==> src/common/lockstep_settings.svh <==
////////////////////
// Build-time settings for the lockstep checker, included by the package and the RTL
////////////////////

`ifndef LOCKSTEP_SETTINGS_SVH
`define LOCKSTEP_SETTINGS_SVH

// Cycles by which the shadow core lags the main core, must be 2 or more
`define LOCKSTEP_OFFSET 2

// Accumulator datapath widths
`define ACC_W 32
`define OP_W 16
`define CNT_W 8

////////////////////
// Multibit encodings
////////////////////

// Hamming distance of 4 between the two codes
`define MUBI_ON 4'h6
`define MUBI_OFF 4'h9

`endif

==> src/common/lockstep_pkg.sv <==
////////////////////
// Shared types of the lockstep checker and of the accumulator core it shadows
////////////////////

`include "lockstep_settings.svh"

package lockstep_pkg;

  // Multibit enable, valid values are MUBI_ON and MUBI_OFF
  typedef logic [3:0] mubi4_t;

  ////////////////////
  // Core interface
  ////////////////////

  // Per-cycle operation presented to an accumulator core
  typedef struct packed {
    logic            op_valid;
    logic            op_clear;
    logic [`OP_W-1:0] op_data;
  } core_in_t;

  // Architectural state visible at the core outputs
  typedef struct packed {
    logic [`ACC_W-1:0] acc;
    logic [`CNT_W-1:0] op_count;
  } core_out_t;

  ////////////////////
  // Reset controller
  ////////////////////

  // HOLD keeps the shadow in reset
  // RELEASED runs the shadow with comparison still off
  typedef enum logic [1:0] {
    HOLD     = 2'd0,
    RELEASED = 2'd1,
    COMPARE  = 2'd2
  } rst_state_e;

endpackage

==> src/lockstep/delay_line.sv <==
////////////////////
// Shift register of DEPTH stages for any payload type, cleared on reset
////////////////////

`timescale 1ns/1ps

module delay_line #(
  parameter type         T     = logic,
  parameter int unsigned DEPTH = 1
) (
  input  logic clk_i,
  input  logic rst_ni,
  input  T     data_i,
  output T     data_o
);

  // Stage 0 takes the input, the last stage feeds the output
  T stage_q [DEPTH];

  always_ff @(posedge clk_i or negedge rst_ni) begin
    if (!rst_ni) begin
      for (int unsigned i = 0; i < DEPTH; i++) begin
        stage_q[i] <= T'('0);
      end
    end else begin
      stage_q[0] <= data_i;
      for (int unsigned i = 1; i < DEPTH; i++) begin
        stage_q[i] <= stage_q[i-1];
      end
    end
  end

  assign data_o = stage_q[DEPTH-1];

  ////////////////////
  // Assertions
  ////////////////////

  // A zero-depth line would be a wire and break the lockstep alignment
  depth_valid_a : assert property (
    @(posedge clk_i) DEPTH >= 1
  ) else $error("delay_line needs DEPTH of at least 1");

endmodule

==> src/lockstep/output_compare.sv <==
////////////////////
// Registers the shadow outputs and flags any difference from the delayed main outputs
////////////////////

`timescale 1ns/1ps

`include "lockstep_settings.svh"

module output_compare (
  input  logic                    clk_i,
  input  logic                    rst_ni,
  input  lockstep_pkg::core_out_t shadow_i,
  input  lockstep_pkg::core_out_t main_i,
  input  lockstep_pkg::mubi4_t    cmp_en_i,
  output logic                    alert_o
);

  import lockstep_pkg::*;

  core_out_t shadow_q;
  logic      outputs_differ;

  // Extra stage that lines the shadow up with the N+1 main delay
  always_ff @(posedge clk_i or negedge rst_ni) begin
    if (!rst_ni) begin
      shadow_q <= '0;
    end else begin
      shadow_q <= shadow_i;
    end
  end

  // Whole struct compare so every field counts
  assign outputs_differ = (shadow_q != main_i);

  // Any code other than MUBI_OFF enables the check so a corrupted enable still alerts
  assign alert_o = (cmp_en_i != `MUBI_OFF) && outputs_differ;

  ////////////////////
  // Assertions
  ////////////////////

  no_alert_when_off_a : assert property (
    @(posedge clk_i) disable iff (!rst_ni)
    (cmp_en_i == `MUBI_OFF) |-> !alert_o
  ) else $error("alert raised while comparison is disabled");

endmodule

==> src/lockstep/shadow_rst_ctrl.sv <==
////////////////////
// Holds the shadow core in reset for the lockstep offset, then enables comparison
////////////////////

`timescale 1ns/1ps

`include "lockstep_settings.svh"

module shadow_rst_ctrl (
  input  logic                 clk_i,
  input  logic                 rst_ni,
  output logic                 shadow_rst_no,
  output lockstep_pkg::mubi4_t cmp_en_o
);

  import lockstep_pkg::*;

  localparam int unsigned Offset = `LOCKSTEP_OFFSET;
  localparam int unsigned CntW = $clog2(Offset);
  localparam logic [CntW-1:0] CntMax = CntW'(Offset - 1);

  logic [CntW-1:0] cnt_q;
  rst_state_e      state_q, state_d;
  logic            shadow_rst_n_q;
  mubi4_t          cmp_en_q;

  ////////////////////
  // Offset counter
  ////////////////////

  // Starts at reset and stops at Offset-1
  always_ff @(posedge clk_i or negedge rst_ni) begin
    if (!rst_ni) begin
      cnt_q <= '0;
    end else if (cnt_q != CntMax) begin
      cnt_q <= cnt_q + 1'b1;
    end
  end

  ////////////////////
  // State machine
  ////////////////////

  always_comb begin
    state_d = state_q;
    case (state_q)
      HOLD: begin
        if (cnt_q == CntMax) begin
          state_d = RELEASED;
        end
      end
      // Shadow runs for one cycle before its registered outputs are valid
      RELEASED: state_d = COMPARE;
      COMPARE:  state_d = COMPARE;
      default:  state_d = HOLD;
    endcase
  end

  // Outputs decoded from the next state, so they switch together with it
  always_ff @(posedge clk_i or negedge rst_ni) begin
    if (!rst_ni) begin
      state_q        <= HOLD;
      shadow_rst_n_q <= 1'b0;
      cmp_en_q       <= `MUBI_OFF;
    end else begin
      state_q        <= state_d;
      shadow_rst_n_q <= (state_d != HOLD);
      cmp_en_q       <= (state_d == COMPARE) ? `MUBI_ON : `MUBI_OFF;
    end
  end

  assign shadow_rst_no = shadow_rst_n_q;
  assign cmp_en_o      = cmp_en_q;

  ////////////////////
  // Assertions
  ////////////////////

  cnt_saturates_a : assert property (
    @(posedge clk_i) disable iff (!rst_ni)
    cnt_q <= CntMax
  ) else $error("offset counter went past its limit");

  cmp_en_encoding_a : assert property (
    @(posedge clk_i) disable iff (!rst_ni)
    cmp_en_o inside {`MUBI_ON, `MUBI_OFF}
  ) else $error("cmp_en_o holds an invalid multibit value");

endmodule

==> src/verilog/accum_core.sv <==
////////////////////
// Small accumulator core, used as the shadow inside the checker and as the main core
////////////////////

`timescale 1ns/1ps

`include "lockstep_settings.svh"

module accum_core (
  input  logic                    clk_i,
  input  logic                    rst_ni,
  input  lockstep_pkg::core_in_t  core_i,
  output lockstep_pkg::core_out_t core_o
);

  import lockstep_pkg::*;

  core_out_t state_q;
  logic [`ACC_W-1:0] operand;

  // Operand is unsigned, so zero extension
  assign operand = {{(`ACC_W - `OP_W){1'b0}}, core_i.op_data};

  ////////////////////
  // State update
  ////////////////////

  always_ff @(posedge clk_i or negedge rst_ni) begin
    if (!rst_ni) begin
      state_q.acc      <= '0;
      state_q.op_count <= '0;
    end else if (core_i.op_clear) begin
      // Clear has priority over a valid operation in the same cycle
      state_q.acc      <= '0;
      state_q.op_count <= '0;
    end else if (core_i.op_valid) begin
      // Both fields wrap on overflow
      state_q.acc      <= state_q.acc + operand;
      state_q.op_count <= state_q.op_count + 1'b1;
    end
  end

  // Outputs come straight from the state registers
  assign core_o = state_q;

endmodule

==> src/verilog/lockstep_top.sv <==
////////////////////
// Lockstep checker top, runs a delayed shadow accumulator next to an external main core
// and raises alert_o when their outputs disagree
////////////////////

`timescale 1ns/1ps

`include "lockstep_settings.svh"

module lockstep_top (
  input  logic                    clk_i,
  input  logic                    rst_ni,
  input  lockstep_pkg::core_in_t  main_in_i,
  input  lockstep_pkg::core_out_t main_out_i,
  output logic                    alert_o
);

  import lockstep_pkg::*;

  localparam int unsigned InputDelay = `LOCKSTEP_OFFSET;
  // One more for the shadow output register
  localparam int unsigned OutputDelay = `LOCKSTEP_OFFSET + 1;

  logic      shadow_rst_n;
  mubi4_t    cmp_en;
  core_in_t  shadow_in;
  core_out_t shadow_out;
  core_out_t main_out_dly;

  ////////////////////
  // Reset sequencing
  ////////////////////

  shadow_rst_ctrl u_rst_ctrl (
    .clk_i         (clk_i),
    .rst_ni        (rst_ni),
    .shadow_rst_no (shadow_rst_n),
    .cmp_en_o      (cmp_en)
  );

  ////////////////////
  // Delay lines
  ////////////////////

  // Inputs reach the shadow N cycles after the main core
  delay_line #(
    .T     (core_in_t),
    .DEPTH (InputDelay)
  ) u_in_delay (
    .clk_i  (clk_i),
    .rst_ni (rst_ni),
    .data_i (main_in_i),
    .data_o (shadow_in)
  );

  delay_line #(
    .T     (core_out_t),
    .DEPTH (OutputDelay)
  ) u_out_delay (
    .clk_i  (clk_i),
    .rst_ni (rst_ni),
    .data_i (main_out_i),
    .data_o (main_out_dly)
  );

  ////////////////////
  // Shadow core
  ////////////////////

  // Reset comes from the controller, released synchronously
  accum_core u_shadow_core (
    .clk_i  (clk_i),
    .rst_ni (shadow_rst_n),
    .core_i (shadow_in),
    .core_o (shadow_out)
  );

  ////////////////////
  // Comparison
  ////////////////////

  output_compare u_compare (
    .clk_i    (clk_i),
    .rst_ni   (rst_ni),
    .shadow_i (shadow_out),
    .main_i   (main_out_dly),
    .cmp_en_i (cmp_en),
    .alert_o  (alert_o)
  );

endmodule
==> config.mk <==
export PLATFORM = sky130hd
export DESIGN_NAME = lockstep_top
export DESIGN_NICKNAME = d
export VERILOG_FILES = /design/src/common/lockstep_pkg.sv /design/src/lockstep/delay_line.sv /design/src/lockstep/output_compare.sv /design/src/lockstep/shadow_rst_ctrl.sv /design/src/verilog/accum_core.sv /design/src/verilog/lockstep_top.sv
export VERILOG_INCLUDE_DIRS = /design/src /design/src/common
export SDC_FILE = /design/constraint.sdc
export NUM_CORES = 1
export LEC_CHECK = 0
export BUFFER_PORTS_ARGS = -buffer_cell sky130_fd_sc_hd__buf_4
export CAP_MARGIN = 20
export CORE_ASPECT_RATIO = 0.8
export CORE_UTILIZATION = 49
export DETAILED_ROUTE_END_ITERATION = 16
export PLACE_DENSITY = 0.67
export SLEW_MARGIN = 0
export SYNTH_ARGS = -nofsm -noshare
export SYNTH_HDL_FRONTEND = slang
export SYNTH_SLANG_ARGS = --single-unit
==> constraint.sdc <==
create_clock -name clk_i -period 2.75 [get_ports clk_i]
set_input_delay 0.275 -clock clk_i [delete_from_list [all_inputs] [get_ports clk_i]]
set_output_delay 0.275 -clock clk_i [all_outputs]
set_load 0.05 [all_outputs]
== After elaboration in Yosys (flattened, before gate mapping) ==
Index checks and enable logic that the tools add are counted.
Storage, ports and cells
  output and inout bits: 1
  bits in registers: 244
Operators by class
  reduce and logical (&&, ||, !) cells: 5
  mux-type cells: 6
  equal/unequal tests: 5
  add/sub/neg operators: 3
Operators by type and width (count)
  $mux 40: 2
  $ne 40x40->1: 1
  $add 32x16->32: 1
  $add 8x1->8 const B: 1
  $eq 2x2->1 const B: 2
  $mux 4: 1
  $ne 4x4->1 const B: 1
  $pmux 2 s2: 1
  $reduce_bool 2->1: 2
  $eq 2x1->1 const B: 1
  $logic_not 2->1: 1
  $mux 2: 1
  $reduce_or 2->1: 1
  $add 1x1->1 const B: 1
  $logic_and 1x1->1: 1
  $mux 1: 1

== Longest topological paths before layout ==
  depth in word-level cells: 5
  mapped depth: 10

== Modules after synthesis ==
Synthesis repeated with hierarchy kept, for this count alone.
Second synthesis, totals
  cell total of the unflattened synthesis: 646
  area, all modules: 8843.5 sq um
By module, submodules not included
  delay_line at u_out_delay: instances 1, area an instance 3303.2 sq um, cells an instance 160
  accum_core: instances 1, area an instance 2811.4 sq um, cells an instance 318
  output_compare: instances 1, area an instance 1446.4 sq um, cells an instance 95
  delay_line at u_in_delay: instances 1, area an instance 1036.0 sq um, cells an instance 54
  shadow_rst_ctrl: instances 1, area an instance 246.5 sq um, cells an instance 19

== Worst setup path before layout ==
OpenSTA, ideal clock, no wires.
  path type: register to register
  from: reg u_shadow_core.state_q, in the netlist u_shadow_core.core_o[8]
  to: reg u_shadow_core.state_q, in the netlist u_shadow_core.core_o[34]
  stages on the path, launching flop included: 11
  slack: 0.352 ns
  data required time: 2.672 ns
  data arrival time: 2.320 ns
  period minus slack after synthesis: 2.398 ns
  setup time: 0.078 ns
  cell sequence: dfrtp_1 -> ha_1 -> inv_1 -> fa_1 -> nand2b_1 -> a21o_1 -> a32oi_4 -> a21oi_2 -> buf_6 -> or4_1 -> a21oi_1
Between the ends
  word-level cells in the longest chain between the ends: 3
RTL lines
  start, declared: line accum_core.sv:18  | core_out_t state_q;
  $add 32x16->32: line accum_core.sv:38  | state_q.acc <= state_q.acc + operand;
  $mux 40: line accum_core.sv:36  | end else if (core_i.op_valid) begin
  $mux 40: line accum_core.sv:32  | end else if (core_i.op_clear) begin
Every way passes these cells. The select of a mux whose other input is x is not followed.
A chain may end at the register's enable or synchronous reset.

== Worst setup path after layout ==
  from: reg u_out_delay.stage_q, in the netlist u_out_delay.data_o[2]
  to: out alert_o
Between the ends
  word-level cells in the longest chain between the ends: 2
RTL lines
  start, declared: line delay_line.sv:18  | T stage_q [DEPTH];
  start signal, assigned by index: line delay_line.sv:23  | stage_q[i] <= T'('0);
  start signal, assigned by index: line delay_line.sv:28  | stage_q[i] <= stage_q[i-1];
  $ne 40x40->1: line output_compare.sv:33  | assign outputs_differ = (shadow_q != main_i);
  $logic_and 1x1->1: line output_compare.sv:36  | assign alert_o = (cmp_en_i != `MUBI_OFF) && outputs_differ;
  end, declared: line lockstep_top.sv:15  | output logic alert_o
Every way passes these cells.

==> flow_summary_export.csv <==
group,metric,value,unit
synthesis,seq_area_frac_synth,72.4,%
cts,cts_tree,"done",
synthesis,ys_ff_latch,242,
floorplanning,start_util,50.4,%
synthesis,synth-main-ff-cell,"dfrtp_1",
critical_path,critical_path_buf_inv_count,1,
critical_path,crit_family,"simple AND/OR/NAND/NOR gates",
grt,grt_pass1_wl,27200,um
power,p_leak,4.85,nW
synthesis,synth_fp_nets,672,
grt,overflow,0,
cts,cts_sinks,242,
final_layout,syn_to_final_growth,26.4,%
detailed_routing,wl,16400,um
synthesis,synth_cells,592,
sta,setup_viol,0,
power,pwr-share-clk,40.3,%
power,seqPwrFrac,47.2,%
run_status,status,"complete, no violations",
hold_path,worstHoldPathType,"register to asynchronous set/reset pin",
critical_path,reg2reg_slack,0.20,ns
synthesis,syn_area,8370,um2
synthesis,synth-edff-count,0,
sta,fin_crit,2.63,ns
sta,hold_viol,0,
critical_path,critical_path_class,"register to primary output",
synthesis,syn_area_per_cell,14.1,um2
cts,cts_buffers,24,
run,cap_viol_max_count,0,
floorplanning,core.rowCount,42,
critical_path,timing.rr.start,"u_shadow_core.core_o[8]$_DFFE_PN0P_",
synthesis,ys_types,53,
grt,grt_pass1_vias,5421,
final_layout,finalNetCount,815,
cts,cts_buffer_depth,3,
grt,antenna_found_initial,0,
sta,post-route-period-util,95.8,%
detailed_routing,first_pass_iters,4,
critical_path,crit_arrival,2.36,ns
grt,grt_max_degree,85,
detailed_routing,drc,0,
sta,fmax,380,MHz
power,combPwrFrac,12.5,%
final_layout,final_cell_mix,"241 x dfrtp_1, 66 x buf_4, 59 x dlygate4sd3_1",
place,port_buffers,60,
critical_path,cp.required,2.48,ns
power,internal_power,6.24,mW
critical_path,cp-end-kind,"primary output",
final_layout,fin_cells,969,
place,dpl.cell_count,870,
detailed_routing,final_antenna_net_count,0,
synthesis,async_flop_share,100,%
detailed_routing,via_count,4977,
critical_path,critical_path.reg2reg.endpoint,"u_shadow_core.core_o[34]$_DFFE_PN0P_",
critical_path,cp_slowest_cell,"nor4_2",
sta,tns,0,ns
sta,drv_slew,0,
final_layout,final_area,10600,um2
power,power_switching_share,24.5,%
sta,rsz0062_at_grt,"false",
critical_path,cp_slowest_stage_delay,0.40,ns
power,vdd_ir_drop_max,529,uV
grt,track_usage,20.1,%
cts,clkLatencyLatePin,0.51,ns
detailed_routing,via_per_inst,5.14,
cts,htreeDepth,1,
power,powerDensity,781,nW/um2
critical_path,path_cells,"xor2_1, nor4_2, nand4_1, nor4_1, a21oi_1, buf_4",
place,gp_congestion,0.839,
floorplanning,core_area,16600,um2
critical_path,cp-start-kind,"register",
critical_path,rr_worst_depth,9,
floorplanning,die_y,119,um
sta,tightest_slew,0.758,ns
sta,slew_headroom,49.3,%
final_layout,mostFrequentLayoutCell,"dfrtp_1",
final_layout,antennaDiodeCount,0,
final_layout,drive_gt1_share,16.0,%
power,finalPower,8.27,mW
critical_path,crit_cells,6,
detailed_routing,drtIter0Drc,248,
floorplanning,die_w,148,um
detailed_routing,post_drt_wl_per_cell,16.9,um
floorplanning,io_pins,61,
place,placedInstanceArea,9140,um2
sta,fin_skew,0.00897,ns
critical_path,startpoint,"u_out_delay.data_o[2]$_DFF_PN0_",
cts,cts_root_buf,"clkbuf_16",
place,hpwlAfterDp,10600,um
cts,clk_pin_slew,0.06,ns
critical_path,crit_path_max_fanout,1,
critical_path,endpoint,"alert_o",
floorplanning,die-area,17600,um2
power,p_switching,2.03,mW
synthesis,synth_warnings,0,
[logic make-up (layout without fill, tap and decap cells)]
group                    Yosys count  in the layout  synth area share, %
other                              1              1               0.0448
flip-flops                       242            242                 72.4
buffers and inverters             29            186                 1.41
AND/OR/NAND/NOR                  138            138                 8.32
multiplexers                       9              9                 1.14
XOR/XNOR                          56             56                 5.86
AO/OA/AOI/OAI                     97             97                 7.75
adder cells (fa/ha/maj)           20             20                 3.08
[area by class of cell]
class / count / area, um2
sequential: 242 / 6060
fill: 1273 / 6030
multi-input combinational: 321 / 2220
timing repair buffer: 128 / 1140
clock buffer: 33 / 706
tap: 220 / 275
clock inverter: 7 / 114
inverter: 18 / 67.6
[synth_stat cells, types with 2 or more instances]
cell type	number	area, um2
nor3_1	6	30.0
nand4_1	11	68.8
clkbuf_1	6	22.5
a22o_1	3	26.3
nor2b_1	3	18.8
ha_1	19	238
and2_1	3	18.8
o21a_1	4	30.0
or4_1	4	30.0
nor3b_1	4	30.0
o21ai_0	19	95.1
o21bai_1	2	15.0
a221o_1	2	20.0
dfrtp_1	241	6030
buf_1	3	11.3
nand2b_1	2	12.5
or3_1	10	62.6
o211ai_1	5	37.5
mux2_2	4	45.0
a21oi_1	32	160
nand3_1	10	50.1
inv_1	18	67.6
nor4_1	13	81.3
o31ai_1	3	22.5
o311ai_0	2	17.5
or3_2	2	15.0
a21o_1	5	37.5
xor2_1	40	350
xnor2_1	16	140
o2111ai_1	3	26.3
nor2_1	39	146
nand2_1	27	101
a211oi_1	7	52.6
mux2i_1	5	50.1
[how the worst min path moves through the flow]
stage,startpoint,end,cells after the start
after global routing,u_in_delay.stage_q[24]$_DFF_PN0_,u_in_delay.data_o[6]$_DFF_PN0_,0
after detailed placement,u_out_delay.stage_q[56]$_DFF_PN0_,u_out_delay.data_o[16]$_DFF_PN0_,0
after global placement,u_out_delay.stage_q[94]$_DFF_PN0_,u_out_delay.stage_q[54]$_DFF_PN0_,0
after CTS,u_rst_ctrl.shadow_rst_no$_DFF_PN0_,u_shadow_core.core_o[13]$_DFFE_PN0P_,1
final,u_rst_ctrl.shadow_rst_no$_DFF_PN0_,u_shadow_core.core_o[5]$_DFFE_PN0P_,1
after floorplan,rst_ni,u_compare.shadow_q[0]$_DFF_PN0_,0
[power groups by stage]
stage / logic (mW) / registers, mW / clock network, mW
2_1_floorplan: 0.539 / 4.00 / 0
3_3_place_gp: 0.947 / 3.96 / 0
3_5_place_dp: 0.966 / 3.97 / 0
4_1_cts: 1.05 / 3.90 / 3.40
5_1_grt: 1.17 / 3.92 / 3.56
6_report: 1.03 / 3.90 / 3.33
[per-layer routing]
layer / global-route usage [%] / up-vias / routed length [um]
li1: - / 2319 / -
met2: 33.5 / 101 / 8040
met1: 27.1 / 2526 / 7160
met5: 0 / - / 0
met3: 3.37 / 31 / 713
met4: 6.51 / 0 / 468
[metrics by stage]
step	worst slack [ns]	hold slack [ns]	util [%]
4_1_cts	0.0570	0.346	63.6
3_5_place_dp	0.197	0.335	55.0
6_report	0.116	0.335	63.7
5_1_grt	0.00495	0.352	63.7
2_1_floorplan	0.352	-0.0206	-
3_3_place_gp	0.283	0.331	55.0
[timing repair]
item	CTS	global route
hold endpoints to repair	139	0
hold buffers	59	0
gates cloned	0	0
resized for setup	2	2
buffers inserted	0	0
endpoints found under the setup margin	1	4
[sequential cells by signal, summed over array words and instances (netlist names)]
signal,cells
u_shadow_core.core_o,40
u_rst_ctrl.cmp_en_o,2
u_rst_ctrl.shadow_rst_no,1
u_compare.shadow_q,40
u_out_delay.data_o,40
u_rst_ctrl.state_q,2
u_rst_ctrl.cnt_q,1
u_in_delay.stage_q,18
u_out_delay.stage_q,80
u_in_delay.data_o,18
(Power assumes the default switching activity.)
